File: src/verilog/glay_pkg.sv
package glay_pkg;

  // ----------------------------------------
  // Sizes
  // ----------------------------------------
  localparam int ADDR_BITS       = 32;
  localparam int WORD_BITS       = 32;
  localparam int CONFIG_WORDS    = 8;
  localparam int OUTSTANDING_MAX = 4;
  // Must hold every read in flight
  localparam int RESP_FIFO_DEPTH = 4;

  // Derived counter and pointer widths
  localparam int WORD_IDX_BITS    = $clog2(CONFIG_WORDS);
  localparam int WORD_CNT_BITS    = $clog2(CONFIG_WORDS + 1);
  localparam int OUTSTANDING_BITS = $clog2(OUTSTANDING_MAX + 1);
  localparam int FIFO_PTR_BITS    = $clog2(RESP_FIFO_DEPTH);
  localparam int FIFO_CNT_BITS    = $clog2(RESP_FIFO_DEPTH + 1);

  // ----------------------------------------
  // Vector types
  // ----------------------------------------
  typedef logic [ADDR_BITS-1:0]        mem_addr_t;
  typedef logic [WORD_BITS-1:0]        config_word_t;
  typedef logic [WORD_IDX_BITS-1:0]    word_idx_t;
  typedef logic [WORD_CNT_BITS-1:0]    word_count_t;
  typedef logic [OUTSTANDING_BITS-1:0] outstanding_t;
  typedef logic [FIFO_PTR_BITS-1:0]    fifo_ptr_t;
  typedef logic [FIFO_CNT_BITS-1:0]    fifo_count_t;

  // ----------------------------------------
  // Bundles
  // ----------------------------------------
  // Host control, start and continue strobes
  typedef struct packed {
    logic ap_start;
    logic ap_continue;
  } control_in_t;

  typedef struct packed {
    logic ap_ready;
    logic ap_done;
    logic ap_idle;
  } control_out_t;

  typedef struct packed {
    logic      valid;
    mem_addr_t base_addr;
  } descriptor_t;

  // Word read strobe
  typedef struct packed {
    logic      valid;
    mem_addr_t addr;
  } mem_req_t;

  // In-order read data strobe
  typedef struct packed {
    logic         valid;
    config_word_t data;
  } mem_resp_t;

  // Word 0 first, word 7 last
  typedef struct packed {
    config_word_t vertex_count;
    config_word_t edge_count;
    config_word_t out_degree_base;
    config_word_t in_degree_base;
    config_word_t edges_idx_base;
    config_word_t edges_src_base;
    config_word_t edges_dest_base;
    config_word_t auxiliary;
  } graph_config_t;

  // Kernel control FSM
  typedef enum logic [1:0] {
    ctrl_idle,
    ctrl_busy,
    ctrl_done
  } control_state_e;

endpackage

File: src/verilog/glay_response_fifo.sv
`timescale 1ns/1ps

module glay_response_fifo import glay_pkg::*; (
  input  logic         ap_clk,
  input  logic         control_areset,
  input  logic         push,
  input  config_word_t push_data,
  input  logic         pop,
  output config_word_t pop_data,
  output logic         empty
);

  config_word_t fifo_mem [RESP_FIFO_DEPTH];
  fifo_ptr_t    wr_ptr;
  fifo_ptr_t    rd_ptr;
  fifo_count_t  count;
  logic         full;

  assign empty = count == '0;
  assign full  = count == fifo_count_t'(RESP_FIFO_DEPTH);

  // Head entry visible without a read cycle
  assign pop_data = fifo_mem[rd_ptr];

  // ----------------------------------------
  // Storage
  // ----------------------------------------
  always_ff @(posedge ap_clk) begin
    if (push) begin
      fifo_mem[wr_ptr] <= push_data;
    end
  end

  // ----------------------------------------
  // Pointers and occupancy
  // ----------------------------------------
  always_ff @(posedge ap_clk) begin
    if (control_areset) begin
      wr_ptr <= '0;
      rd_ptr <= '0;
      count  <= '0;
    end else begin
      // Wrap at depth, any depth works
      if (push) begin
        wr_ptr <= (wr_ptr == fifo_ptr_t'(RESP_FIFO_DEPTH - 1)) ? '0 : wr_ptr + 1'b1;
      end
      if (pop) begin
        rd_ptr <= (rd_ptr == fifo_ptr_t'(RESP_FIFO_DEPTH - 1)) ? '0 : rd_ptr + 1'b1;
      end
      case ({push, pop})
        2'b10: begin
          count <= count + 1'b1;
        end
        2'b01: begin
          count <= count - 1'b1;
        end
        default: begin
          count <= count;
        end
      endcase
    end
  end

  // ----------------------------------------
  // Checks
  // ----------------------------------------
  // Credit cap upstream keeps this from filling over
  no_push_full_a : assert property (
    @(posedge ap_clk) disable iff (control_areset)
    push |-> !full
  ) else $error("response FIFO push while full");

  no_pop_empty_a : assert property (
    @(posedge ap_clk) disable iff (control_areset)
    pop |-> !empty
  ) else $error("response FIFO pop while empty");

endmodule

File: src/verilog/glay_request_generator.sv
`timescale 1ns/1ps

module glay_request_generator import glay_pkg::*; (
  input  logic     ap_clk,
  input  logic     control_areset,
  input  mem_req_t req_in,
  input  logic     resp_pop,
  output mem_req_t mem_req,
  output logic     credit
);

  outstanding_t outstanding_count;

  // ----------------------------------------
  // Request register
  // ----------------------------------------
  always_ff @(posedge ap_clk) begin
    if (control_areset) begin
      mem_req.valid <= 1'b0;
    end else begin
      mem_req.valid <= req_in.valid;
    end
  end

  // Address is payload only
  always_ff @(posedge ap_clk) begin
    mem_req.addr <= req_in.addr;
  end

  // ----------------------------------------
  // Outstanding count
  // ----------------------------------------
  // Up on each issue, down on each pop
  always_ff @(posedge ap_clk) begin
    if (control_areset) begin
      outstanding_count <= '0;
    end else begin
      case ({req_in.valid, resp_pop})
        2'b10: begin
          outstanding_count <= outstanding_count + 1'b1;
        end
        2'b01: begin
          outstanding_count <= outstanding_count - 1'b1;
        end
        default: begin
          outstanding_count <= outstanding_count;
        end
      endcase
    end
  end

  // Room for one more read
  assign credit = outstanding_count < outstanding_t'(OUTSTANDING_MAX);

  // ----------------------------------------
  // Checks
  // ----------------------------------------
  // Requester honours credit, so the cap holds
  outstanding_cap_a : assert property (
    @(posedge ap_clk) disable iff (control_areset)
    outstanding_count <= outstanding_t'(OUTSTANDING_MAX)
  ) else $error("outstanding reads above the cap");

  // A pop needs a read in flight
  pop_has_read_a : assert property (
    @(posedge ap_clk) disable iff (control_areset)
    resp_pop |-> outstanding_count != '0
  ) else $error("response popped with no read outstanding");

endmodule

File: src/verilog/glay_kernel_setup.sv
`timescale 1ns/1ps

module glay_kernel_setup import glay_pkg::*; (
  input  logic          ap_clk,
  input  logic          control_areset,
  input  logic          setup_start,
  input  mem_addr_t     setup_base,
  input  logic          credit,
  output mem_req_t      req,
  input  logic          fifo_empty,
  input  config_word_t  fifo_data,
  output logic          fifo_pop,
  output graph_config_t graph_config,
  output logic          setup_done
);

  logic         issue_active;
  word_count_t  issue_count;
  word_count_t  recv_count;
  config_word_t config_words [CONFIG_WORDS];

  // ----------------------------------------
  // Issue side
  // ----------------------------------------
  // Offer a read only with a free credit
  assign req.valid = issue_active && credit;
  assign req.addr  = setup_base + mem_addr_t'(issue_count);

  always_ff @(posedge ap_clk) begin
    if (control_areset) begin
      issue_active <= 1'b0;
      issue_count  <= '0;
    end else if (setup_start) begin
      issue_active <= 1'b1;
      issue_count  <= '0;
    end else if (req.valid) begin
      issue_count <= issue_count + 1'b1;
      // Last word of the block sent
      if (issue_count == word_count_t'(CONFIG_WORDS - 1)) begin
        issue_active <= 1'b0;
      end
    end
  end

  // ----------------------------------------
  // Receive side
  // ----------------------------------------
  // Drain the FIFO whenever it has data
  assign fifo_pop = !fifo_empty;

  always_ff @(posedge ap_clk) begin
    if (control_areset) begin
      recv_count <= '0;
      setup_done <= 1'b0;
    end else begin
      setup_done <= 1'b0;
      if (setup_start) begin
        recv_count <= '0;
      end else if (fifo_pop) begin
        recv_count <= recv_count + 1'b1;
        // Done one cycle after the final pop
        if (recv_count == word_count_t'(CONFIG_WORDS - 1)) begin
          setup_done <= 1'b1;
        end
      end
    end
  end

  // Responses come back in order, so the count picks the field
  always_ff @(posedge ap_clk) begin
    if (fifo_pop) begin
      config_words[word_idx_t'(recv_count)] <= fifo_data;
    end
  end

  // Word order into named fields
  always_comb begin
    graph_config.vertex_count    = config_words[0];
    graph_config.edge_count      = config_words[1];
    graph_config.out_degree_base = config_words[2];
    graph_config.in_degree_base  = config_words[3];
    graph_config.edges_idx_base  = config_words[4];
    graph_config.edges_src_base  = config_words[5];
    graph_config.edges_dest_base = config_words[6];
    graph_config.auxiliary       = config_words[7];
  end

  // No pop beyond the block
  recv_in_range_a : assert property (
    @(posedge ap_clk) disable iff (control_areset)
    fifo_pop |-> recv_count < word_count_t'(CONFIG_WORDS)
  ) else $error("response popped past the configuration block");

endmodule

File: src/verilog/glay_kernel_control.sv
`timescale 1ns/1ps

module glay_kernel_control import glay_pkg::*; (
  input  logic         ap_clk,
  input  logic         control_areset,
  input  control_in_t  control_in,
  input  descriptor_t  descriptor,
  input  logic         setup_done,
  output control_out_t control_out,
  output logic         setup_start,
  output mem_addr_t    setup_base
);

  control_state_e control_state;
  logic           start_accept;

  // Start only counts while idle and with a valid descriptor
  assign start_accept = (control_state == ctrl_idle) && control_in.ap_start && descriptor.valid;

  // ----------------------------------------
  // Control FSM
  // ----------------------------------------
  always_ff @(posedge ap_clk) begin
    if (control_areset) begin
      control_state        <= ctrl_idle;
      control_out.ap_ready <= 1'b0;
      control_out.ap_done  <= 1'b0;
      control_out.ap_idle  <= 1'b1;
      setup_start          <= 1'b0;
    end else begin
      // Strobes default low
      control_out.ap_ready <= 1'b0;
      setup_start          <= 1'b0;
      case (control_state)
        ctrl_idle: begin
          if (start_accept) begin
            control_state        <= ctrl_busy;
            control_out.ap_ready <= 1'b1;
            control_out.ap_idle  <= 1'b0;
            setup_start          <= 1'b1;
          end
        end
        ctrl_busy: begin
          // Extra starts dropped here
          if (setup_done) begin
            control_state       <= ctrl_done;
            control_out.ap_done <= 1'b1;
          end
        end
        ctrl_done: begin
          // Hold done until the host acknowledges
          if (control_in.ap_continue) begin
            control_state       <= ctrl_idle;
            control_out.ap_done <= 1'b0;
            control_out.ap_idle <= 1'b1;
          end
        end
        default: begin
          control_state <= ctrl_idle;
        end
      endcase
    end
  end

  // Base address held for the whole run
  always_ff @(posedge ap_clk) begin
    if (start_accept) begin
      setup_base <= descriptor.base_addr;
    end
  end

  // ----------------------------------------
  // Checks
  // ----------------------------------------
  // Setup engine only reports back during a run
  setup_done_in_run_a : assert property (
    @(posedge ap_clk) disable iff (control_areset)
    setup_done |-> control_state == ctrl_busy
  ) else $error("setup_done outside a run");

endmodule

File: src/verilog/glay_kernel_cu.sv
`timescale 1ns/1ps

module glay_kernel_cu import glay_pkg::*; (
  input  logic          ap_clk,
  input  logic          control_areset,
  input  control_in_t   control_in,
  output control_out_t  control_out,
  input  descriptor_t   descriptor,
  output mem_req_t      mem_req,
  input  mem_resp_t     mem_resp,
  output graph_config_t graph_config
);

  control_in_t  control_in_reg;
  descriptor_t  descriptor_reg;
  control_out_t control_out_int;

  // Control to setup
  logic      setup_start;
  logic      setup_done;
  mem_addr_t setup_base;

  // Setup to memory path
  mem_req_t     setup_req;
  logic         credit;
  logic         fifo_empty;
  logic         fifo_pop;
  config_word_t fifo_data;

  // ----------------------------------------
  // Input register stage
  // ----------------------------------------
  always_ff @(posedge ap_clk) begin
    if (control_areset) begin
      control_in_reg       <= '0;
      descriptor_reg.valid <= 1'b0;
    end else begin
      control_in_reg       <= control_in;
      descriptor_reg.valid <= descriptor.valid;
    end
  end

  always_ff @(posedge ap_clk) begin
    descriptor_reg.base_addr <= descriptor.base_addr;
  end

  // ----------------------------------------
  // Output register stage
  // ----------------------------------------
  // Idle high out of reset
  always_ff @(posedge ap_clk) begin
    if (control_areset) begin
      control_out.ap_ready <= 1'b0;
      control_out.ap_done  <= 1'b0;
      control_out.ap_idle  <= 1'b1;
    end else begin
      control_out <= control_out_int;
    end
  end

  // ----------------------------------------
  // Blocks
  // ----------------------------------------
  glay_kernel_control control_i (
    .ap_clk        (ap_clk),
    .control_areset(control_areset),
    .control_in    (control_in_reg),
    .descriptor    (descriptor_reg),
    .setup_done    (setup_done),
    .control_out   (control_out_int),
    .setup_start   (setup_start),
    .setup_base    (setup_base)
  );

  glay_kernel_setup setup_i (
    .ap_clk        (ap_clk),
    .control_areset(control_areset),
    .setup_start   (setup_start),
    .setup_base    (setup_base),
    .credit        (credit),
    .req           (setup_req),
    .fifo_empty    (fifo_empty),
    .fifo_data     (fifo_data),
    .fifo_pop      (fifo_pop),
    .graph_config  (graph_config),
    .setup_done    (setup_done)
  );

  // Pop strobe doubles as the credit return
  glay_request_generator request_generator_i (
    .ap_clk        (ap_clk),
    .control_areset(control_areset),
    .req_in        (setup_req),
    .resp_pop      (fifo_pop),
    .mem_req       (mem_req),
    .credit        (credit)
  );

  // Every response strobe lands here
  glay_response_fifo response_fifo_i (
    .ap_clk        (ap_clk),
    .control_areset(control_areset),
    .push          (mem_resp.valid),
    .push_data     (mem_resp.data),
    .pop           (fifo_pop),
    .pop_data      (fifo_data),
    .empty         (fifo_empty)
  );

endmodule

File: config.mk
export PLATFORM = sky130hd
export DESIGN_NAME = glay_kernel_cu
export DESIGN_NICKNAME = d
export VERILOG_FILES = /design/src/verilog/glay_pkg.sv /design/src/verilog/glay_response_fifo.sv /design/src/verilog/glay_request_generator.sv /design/src/verilog/glay_kernel_setup.sv /design/src/verilog/glay_kernel_control.sv /design/src/verilog/glay_kernel_cu.sv
export SDC_FILE = /design/constraint.sdc
export NUM_CORES = 1
export LEC_CHECK = 0
export ABC_AREA = 1
export BUFFER_PORTS_ARGS = -buffer_cell sky130_fd_sc_hd__buf_2
export CORE_MARGIN = 3
export CORE_UTILIZATION = 25
export CTS_CLUSTER_SIZE = 25
export DETAILED_ROUTE_END_ITERATION = 6
export PLACE_DENSITY = 0.41
export SYNTH_ARGS = -nofsm -noshare
export SYNTH_HDL_FRONTEND = slang
export SYNTH_HIERARCHICAL = 1
export SYNTH_SLANG_ARGS = --single-unit
export TNS_END_PERCENT = 1
File: constraint.sdc
create_clock -name ap_clk -period 6.65 [get_ports ap_clk]
set_clock_uncertainty 0.2 [all_clocks]
set_input_delay 1.33 -clock ap_clk [delete_from_list [all_inputs] [get_ports ap_clk]]
set_output_delay 1.33 -clock ap_clk [all_outputs]
set_load 0.05 [all_outputs]
### After elaboration in Yosys (flattened, before gate mapping)

Memories as Yosys holds them, arrays and structs flattened. A register that Yosys moved wholly into a read port is not among the register bits.
Cells that the tools add are included.

| storage, ports and cells | value |
|---|---|
| bits of input ports | 70 |
| register bits | 128 |
| memories | 2 |
| output and inout bits | 292 |
| word-level logic and storage cells | 90 |
| bits in writable memories | 384 |

| operators by class | value |
|---|---|
| reduce and logical (&&, ||, !) cells | 19 |
| order comparisons | 1 |
| bitwise operators | 1 |
| mux-type cells | 23 |
| equal/unequal tests | 13 |
| add/subtract/negate cells | 9 |

Memory list:

| name | words | bits a word | read ports | clocked after Yosys merged registers in | wr ports | line | text |
|---|---|---|---|---|---|---|---|
| setup_i.config_words | 8 | 32 | 8 | 0 | 1 | glay_kernel_setup.sv:20 | `config_word_t config_words [CONFIG_WORDS];` |
| response_fifo_i.fifo_mem | 4 | 32 | 1 | 1 | 1 | glay_response_fifo.sv:13 | `config_word_t fifo_mem [RESP_FIFO_DEPTH];` |

Operator list:

| kind | number |
|---|---|
| adder 32 x 4 -> 32 bit | 1 |
| 2-to-1 mux 2 bit | 8 |
| case mux 3 bit (2 select lines) | 2 |
| nonzero test 2 bit | 6 |
| equality test 2 bit (second input constant) | 5 |
| 2-to-1 mux 1 bit | 10 |
| AND reduction 3 bit | 3 |
| adder 4 x 1 -> 4 bit (second input constant) | 2 |
| equality test 4 x 3 -> 1 bit (second input constant) | 2 |
| adder 3 x 1 -> 3 bit (second input constant) | 2 |
| equality test 2 x 1 -> 1 bit (second input constant) | 3 |
| case mux 2 bit (3 select lines) | 1 |
| subtractor 3 x 1 -> 3 bit (second input constant) | 2 |
| adder 2 x 1 -> 2 bit (second input constant) | 2 |
| != test 2 x 1 -> 1 bit (second input constant) | 2 |
| case mux 1 bit (2 select lines) | 2 |
| OR reduction 2 bit | 2 |
| logical AND 1 bit | 3 |
| logical NOT 3 bit | 1 |
| less-than comparator 3 bit (second input constant) | 1 |
| OR reduction 3 bit | 1 |
| logical NOT 2 bit | 1 |
| != test 2 bit (second input constant) | 1 |
| AND reduction 2 bit | 1 |
| other kinds (2) | 2 |

### Logic depth before layout (Yosys ltp)

| depth | value |
|---|---|
| word-level depth | 5 |
| mapped depth | 13 |
| depth with buffers taken out | 13 |

### By module

The synthesis kept the hierarchy.

By module, submodules not included:

| module | times used | cells an instance | seq. area each (µm²) | area each (µm²) |
|---|---|---|---|---|
| glay_kernel_setup | 1 | 548 | 7,887.6 | 9,237.6 |
| glay_response_fifo | 1 | 368 | 4,023.9 | 5,232.5 |
| glay_kernel_control | 1 | 59 | 1,061.0 | 1,166.1 |
| glay_request_generator | 1 | 59 | 720.7 | 843.3 |
| glay_kernel_cu | 1 | 51 | 760.7 | 809.5 |

### Least setup slack after synthesis

No wires, ideal clock.

| path | value |
|---|---|
| path type | flip-flop to flip-flop |
| start point | reg response_fifo_i.count[1] |
| end point | mem setup_i/config_words[0][0] in the netlist's numbering (enable) |
| clock period less this slack | 2.731 ns |
| data required time | 6.029 ns |
| arrival time | 2.110 ns |
| buffers on the path | 0 |
| setup slack | 3.919 ns |
| setup time | 0.421 ns |
| stages on the path, launching flop included | 4 |
| cells stage by stage | dfxtp_1 > nor3_1 > or2_2 > nor2_1 |

| on the way | value |
|---|---|
| cells in the longest elaborated chain, start to end | 2 |

Ends and longest elaborated chain:

| item | line | text |
|---|---|---|
| start, declared | glay_response_fifo.sv:16 | `fifo_count_t count;` |
| start signal, assigned | glay_response_fifo.sv:52 | `count <= count + 1'b1;` |
| start signal, assigned | glay_response_fifo.sv:55 | `count <= count - 1'b1;` |
| start signal, assigned | glay_response_fifo.sv:58 | `count <= count;` |
| logical NOT 3 bit | glay_response_fifo.sv:19 | `assign empty = count == '0;` |
| net fifo_empty | glay_kernel_cu.sv:26 | `logic fifo_empty;` |
| 2-to-1 mux 1 bit (not written as such) | glay_kernel_setup.sv:72 | `config_words[word_idx_t'(recv_count)] <= fifo_data;` |
| end, declared | glay_kernel_setup.sv:20 |  |

The timed path passes the listed nets, and every way through them passes these cells.

==> flow_metrics.env <==
export IMPL_outcome="finished, final reports clean"
export IMPL_fin_ws_ns=3.729
export IMPL_hold_depth=0
export IMPL_cp_cell_sequence="buf_2"
export IMPL_yosys_warnings=6
export IMPL_syn_num_nets=1171
export IMPL_post_cts_buffers=0
export IMPL_switchingPower_w=0.003070
export IMPL_fin_setup_tns_ns=0
export IMPL_overflow=0
export IMPL_p_leak_nw=8.362
export IMPL_startpoint_type="register"
export IMPL_dieArea_mm2=0.07235
export IMPL_worst_setup_path_type="register to output pin"
export IMPL_area_growth_pct=28.90
export IMPL_drtAntennaViolNets=0
export IMPL_vdd_drop_max_v=0.0001915
export IMPL_cts_tree="built"
export IMPL_crit_buf_inv=1
export IMPL_cts_root_buffer="clkbuf_16"
export IMPL_largest_register="setup_i/config_words"
export IMPL_grt_pass1_wl_mm=65.44
export IMPL_crit_path_max_incr_delay_ns=0.46
export IMPL_num_io_pins=362
export IMPL_max_freq_mhz=342.3
export IMPL_cts_resized=0
export IMPL_relSlewSlack_pct=15.02
export IMPL_clkTransAtPathRegs_ns=0.06
export IMPL_ff2ff_path_depth=4
export IMPL_synthCells=1085
export IMPL_critPathSlowestCell="edfxtp_1"
export IMPL_grt_util_all_layers_pct=12.31
export IMPL_die_h_um=269.0
export IMPL_worstPathMaxFanout=1
export IMPL_htreeDepth=2
export IMPL_grt_busiest_layer="met2"
export IMPL_die_w_um=269.0
export IMPL_seq_power_share_pct=43.9
export IMPL_start_util_pct=25.47
export IMPL_drc=0
export IMPL_switching_share_pct=32.00
export IMPL_ys_ff_latch=514
export IMPL_synth_cell_type_count=32
export IMPL_critPathRequiredTime_ns=5.12
export IMPL_end_kind="output pin"
export IMPL_first_pass_iters=6
export IMPL_largest_reg_flops=256
export IMPL_rsz0062_at_grt="false"
export IMPL_use_met3_pct=3.887
export IMPL_clock_sinks=514
export IMPL_final_layout_size_suffix_gt1_share_pct=32.51
export IMPL_crit_family="flip-flops"
export IMPL_cts_path_max_buffers=3
export IMPL_core_rowCount=95
export IMPL_drt_wl_total_mm=45.94
export IMPL_grt_use_met2_pct=20.96
export IMPL_post_route_min_period_ns=2.921
export IMPL_synth_top_area_cell="edfxtp_1"
export IMPL_grtUsageMet1_pct=14.98
export IMPL_ys_seq_area_share_pct=83.60
export IMPL_dp_hpwl_mm=31.06
export IMPL_hold_path_class="register to register"
export IMPL_min_period_over_period_pct=43.93
export IMPL_cp_depth=1
export IMPL_port_buffers=361
export IMPL_routabilityCongestion=0.7684
export IMPL_hold_viol_final=0
export IMPL_drt_iter0_drc=617
export IMPL_tritoncts_num_buffers=56
export IMPL_worstSkewPairLatency_ns=0.62
export IMPL_tightest_slew_ns=1.272
export IMPL_synthTopCellsByArea="edfxtp_1 72%, dfxtp_1 11%, nand2_1 3.0%"
export IMPL_yosysTopAreaCellShare_pct=72.25
export IMPL_syn_area_mm2=0.01729
export IMPL_power_frac_clock_pct=35.5
export IMPL_ctsHoldBuffers=0
export IMPL_setup_viol=0
export IMPL_p_comb_share_pct=20.5
export IMPL_arrival_ns=1.39
export IMPL_grt_pass1_vias=9973
export IMPL_dr_total_vias=9832
export IMPL_p_int_w=0.006524
export IMPL_wl_per_cell_um=18.64
export IMPL_core_area_mm2=0.06787
export IMPL_vias_per_cell=3.989
export IMPL_antenna_found_initial=8
export IMPL_place_ws_ns=3.778
export IMPL_maxSlewViolCount=0
export IMPL_powerDensity_mw_per_mm2=430.5
export IMPL_maxCapViolCount=0
export IMPL_reg_largest_list="setup_i/config_words (256), response_fifo_i/fifo_mem (128)"
export IMPL_grt_max_degree=66
export IMPL_final_nets=1579
export IMPL_synth_area_per_cell_um2=15.93
==> layout by cell type (no fill, tap or decap), types with 6 or more instances in the layout <==
cell type	synthesis	routed
edfxtp_1	416	416
buf_2	6	361
nand2_1	137	137
nor2_1	134	126
dfxtp_1	98	96
inv_1	68	64
clkbuf_16	0	57
o21ai_0	43	43
o22ai_1	32	32
o21ai_1	30	30
nand3_1	15	15
a21oi_1	15	15
ha_1	13	13
bufinv_16	0	12
nor2_4	3	11
xor2_1	11	11
inv_2	6	10
buf_4	4	9
clkbuf_1	1	8
nand3b_1	8	8
clkinv_2	0	7
xnor2_1	7	7
clkinv_1	0	6
==> per-stage QoR <==
step           power [W]  std cells  utilization, %  hold slack, ns  area [um^2]
2_1_floorplan   0.005663       1085               -          0.1855        17290
3_3_place_gp    0.006296       2356           29.78          0.1910        20210
3_5_place_dp    0.006313       2356           29.78          0.1887        20210
4_1_cts         0.009779       2462           32.82          0.2012        22280
5_1_grt          0.01004       2462           32.82          0.2055        22280
6_report        0.009594       2465           32.83          0.1937        22290
==> area by class of cell <==
cell class              count  area, um^2
clock buffers              68        1498
multi-input cells         476        2441
flip-flops and latches    514       14460
fillers                  6720       45590
repair buffers            370        1874
diodes                      3       7.507
well taps                 921        1152
clock inverters            38       566.8
inverters                  75       289.0
==> kinds of logic (layout without fill, tap and decap cells) <==
group / count (synthesis) / after routing / share of synthesized area, %
adders and majority gates: 16 / 16 / 1.288
xor gates and xnor gates: 18 / 18 / 0.9118
buffers and inverters: 95 / 551 / 2.627
DFF: 514 / 514 / 83.60
AOI/OAI and AO/OA: 122 / 122 / 3.807
and+or+nand+nor: 320 / 320 / 7.765
other: 0 / 3 / 0
==> power groups by stage <==
stage	sequential (W)	clock (W)	combinational, W
detailed placement	0.00429	0	0.00202
floorplan	0.00503	0	0.000629
finish	0.00422	0.00341	0.00197
global placement	0.00429	0	0.00200
CTS	0.00422	0.00353	0.00203
global route	0.00425	0.00365	0.00213
==> path summary, 6_finish.rpt <==
| kind | startpoint | endpoint | slack [ns] |
|---|---|---|---|
| max | setup_i/config_words[6][29] | graph_config[61] | 3.73 |
| min reg2reg | descriptor_reg[3] | control_i/setup_base[3] | 0.19 |
| max reg2reg | response_fifo_i/count[1] | setup_i/config_words[5][17] | 3.99 |
| min | descriptor_reg[3] | control_i/setup_base[3] | 0.19 |
==> cell usage after synthesis <==
cell type	count
a21oi_1	15
a21oi_2	1
buf_2	6
buf_4	4
buf_6	9
clkbuf_1	1
dfxtp_1	98
edfxtp_1	416
fa_1	3
ha_1	13
inv_1	68
inv_2	6
inv_8	1
nand2_1	137
nand2_2	5
nand2_4	1
nand3_1	15
nand3_2	1
nand3b_1	8
nand4_1	5
nor2_1	134
nor2_2	4
nor2_4	3
nor3_1	5
nor3_4	1
o21ai_0	43
o21ai_1	30
o21ai_2	1
o22ai_1	32
or2_2	1
xnor2_1	7
xor2_1	11
==> per-layer routing <==
layer  wire length [um]  part of all wire, %  up-vias
met5                 26                0.057        -
met4               1165                  2.5        4
met3               3435                  7.5       77
met2              22230                   48      310
met1              19090                   42     4747
li1                   -                    -     4694
(Power assumes the default switching activity.)
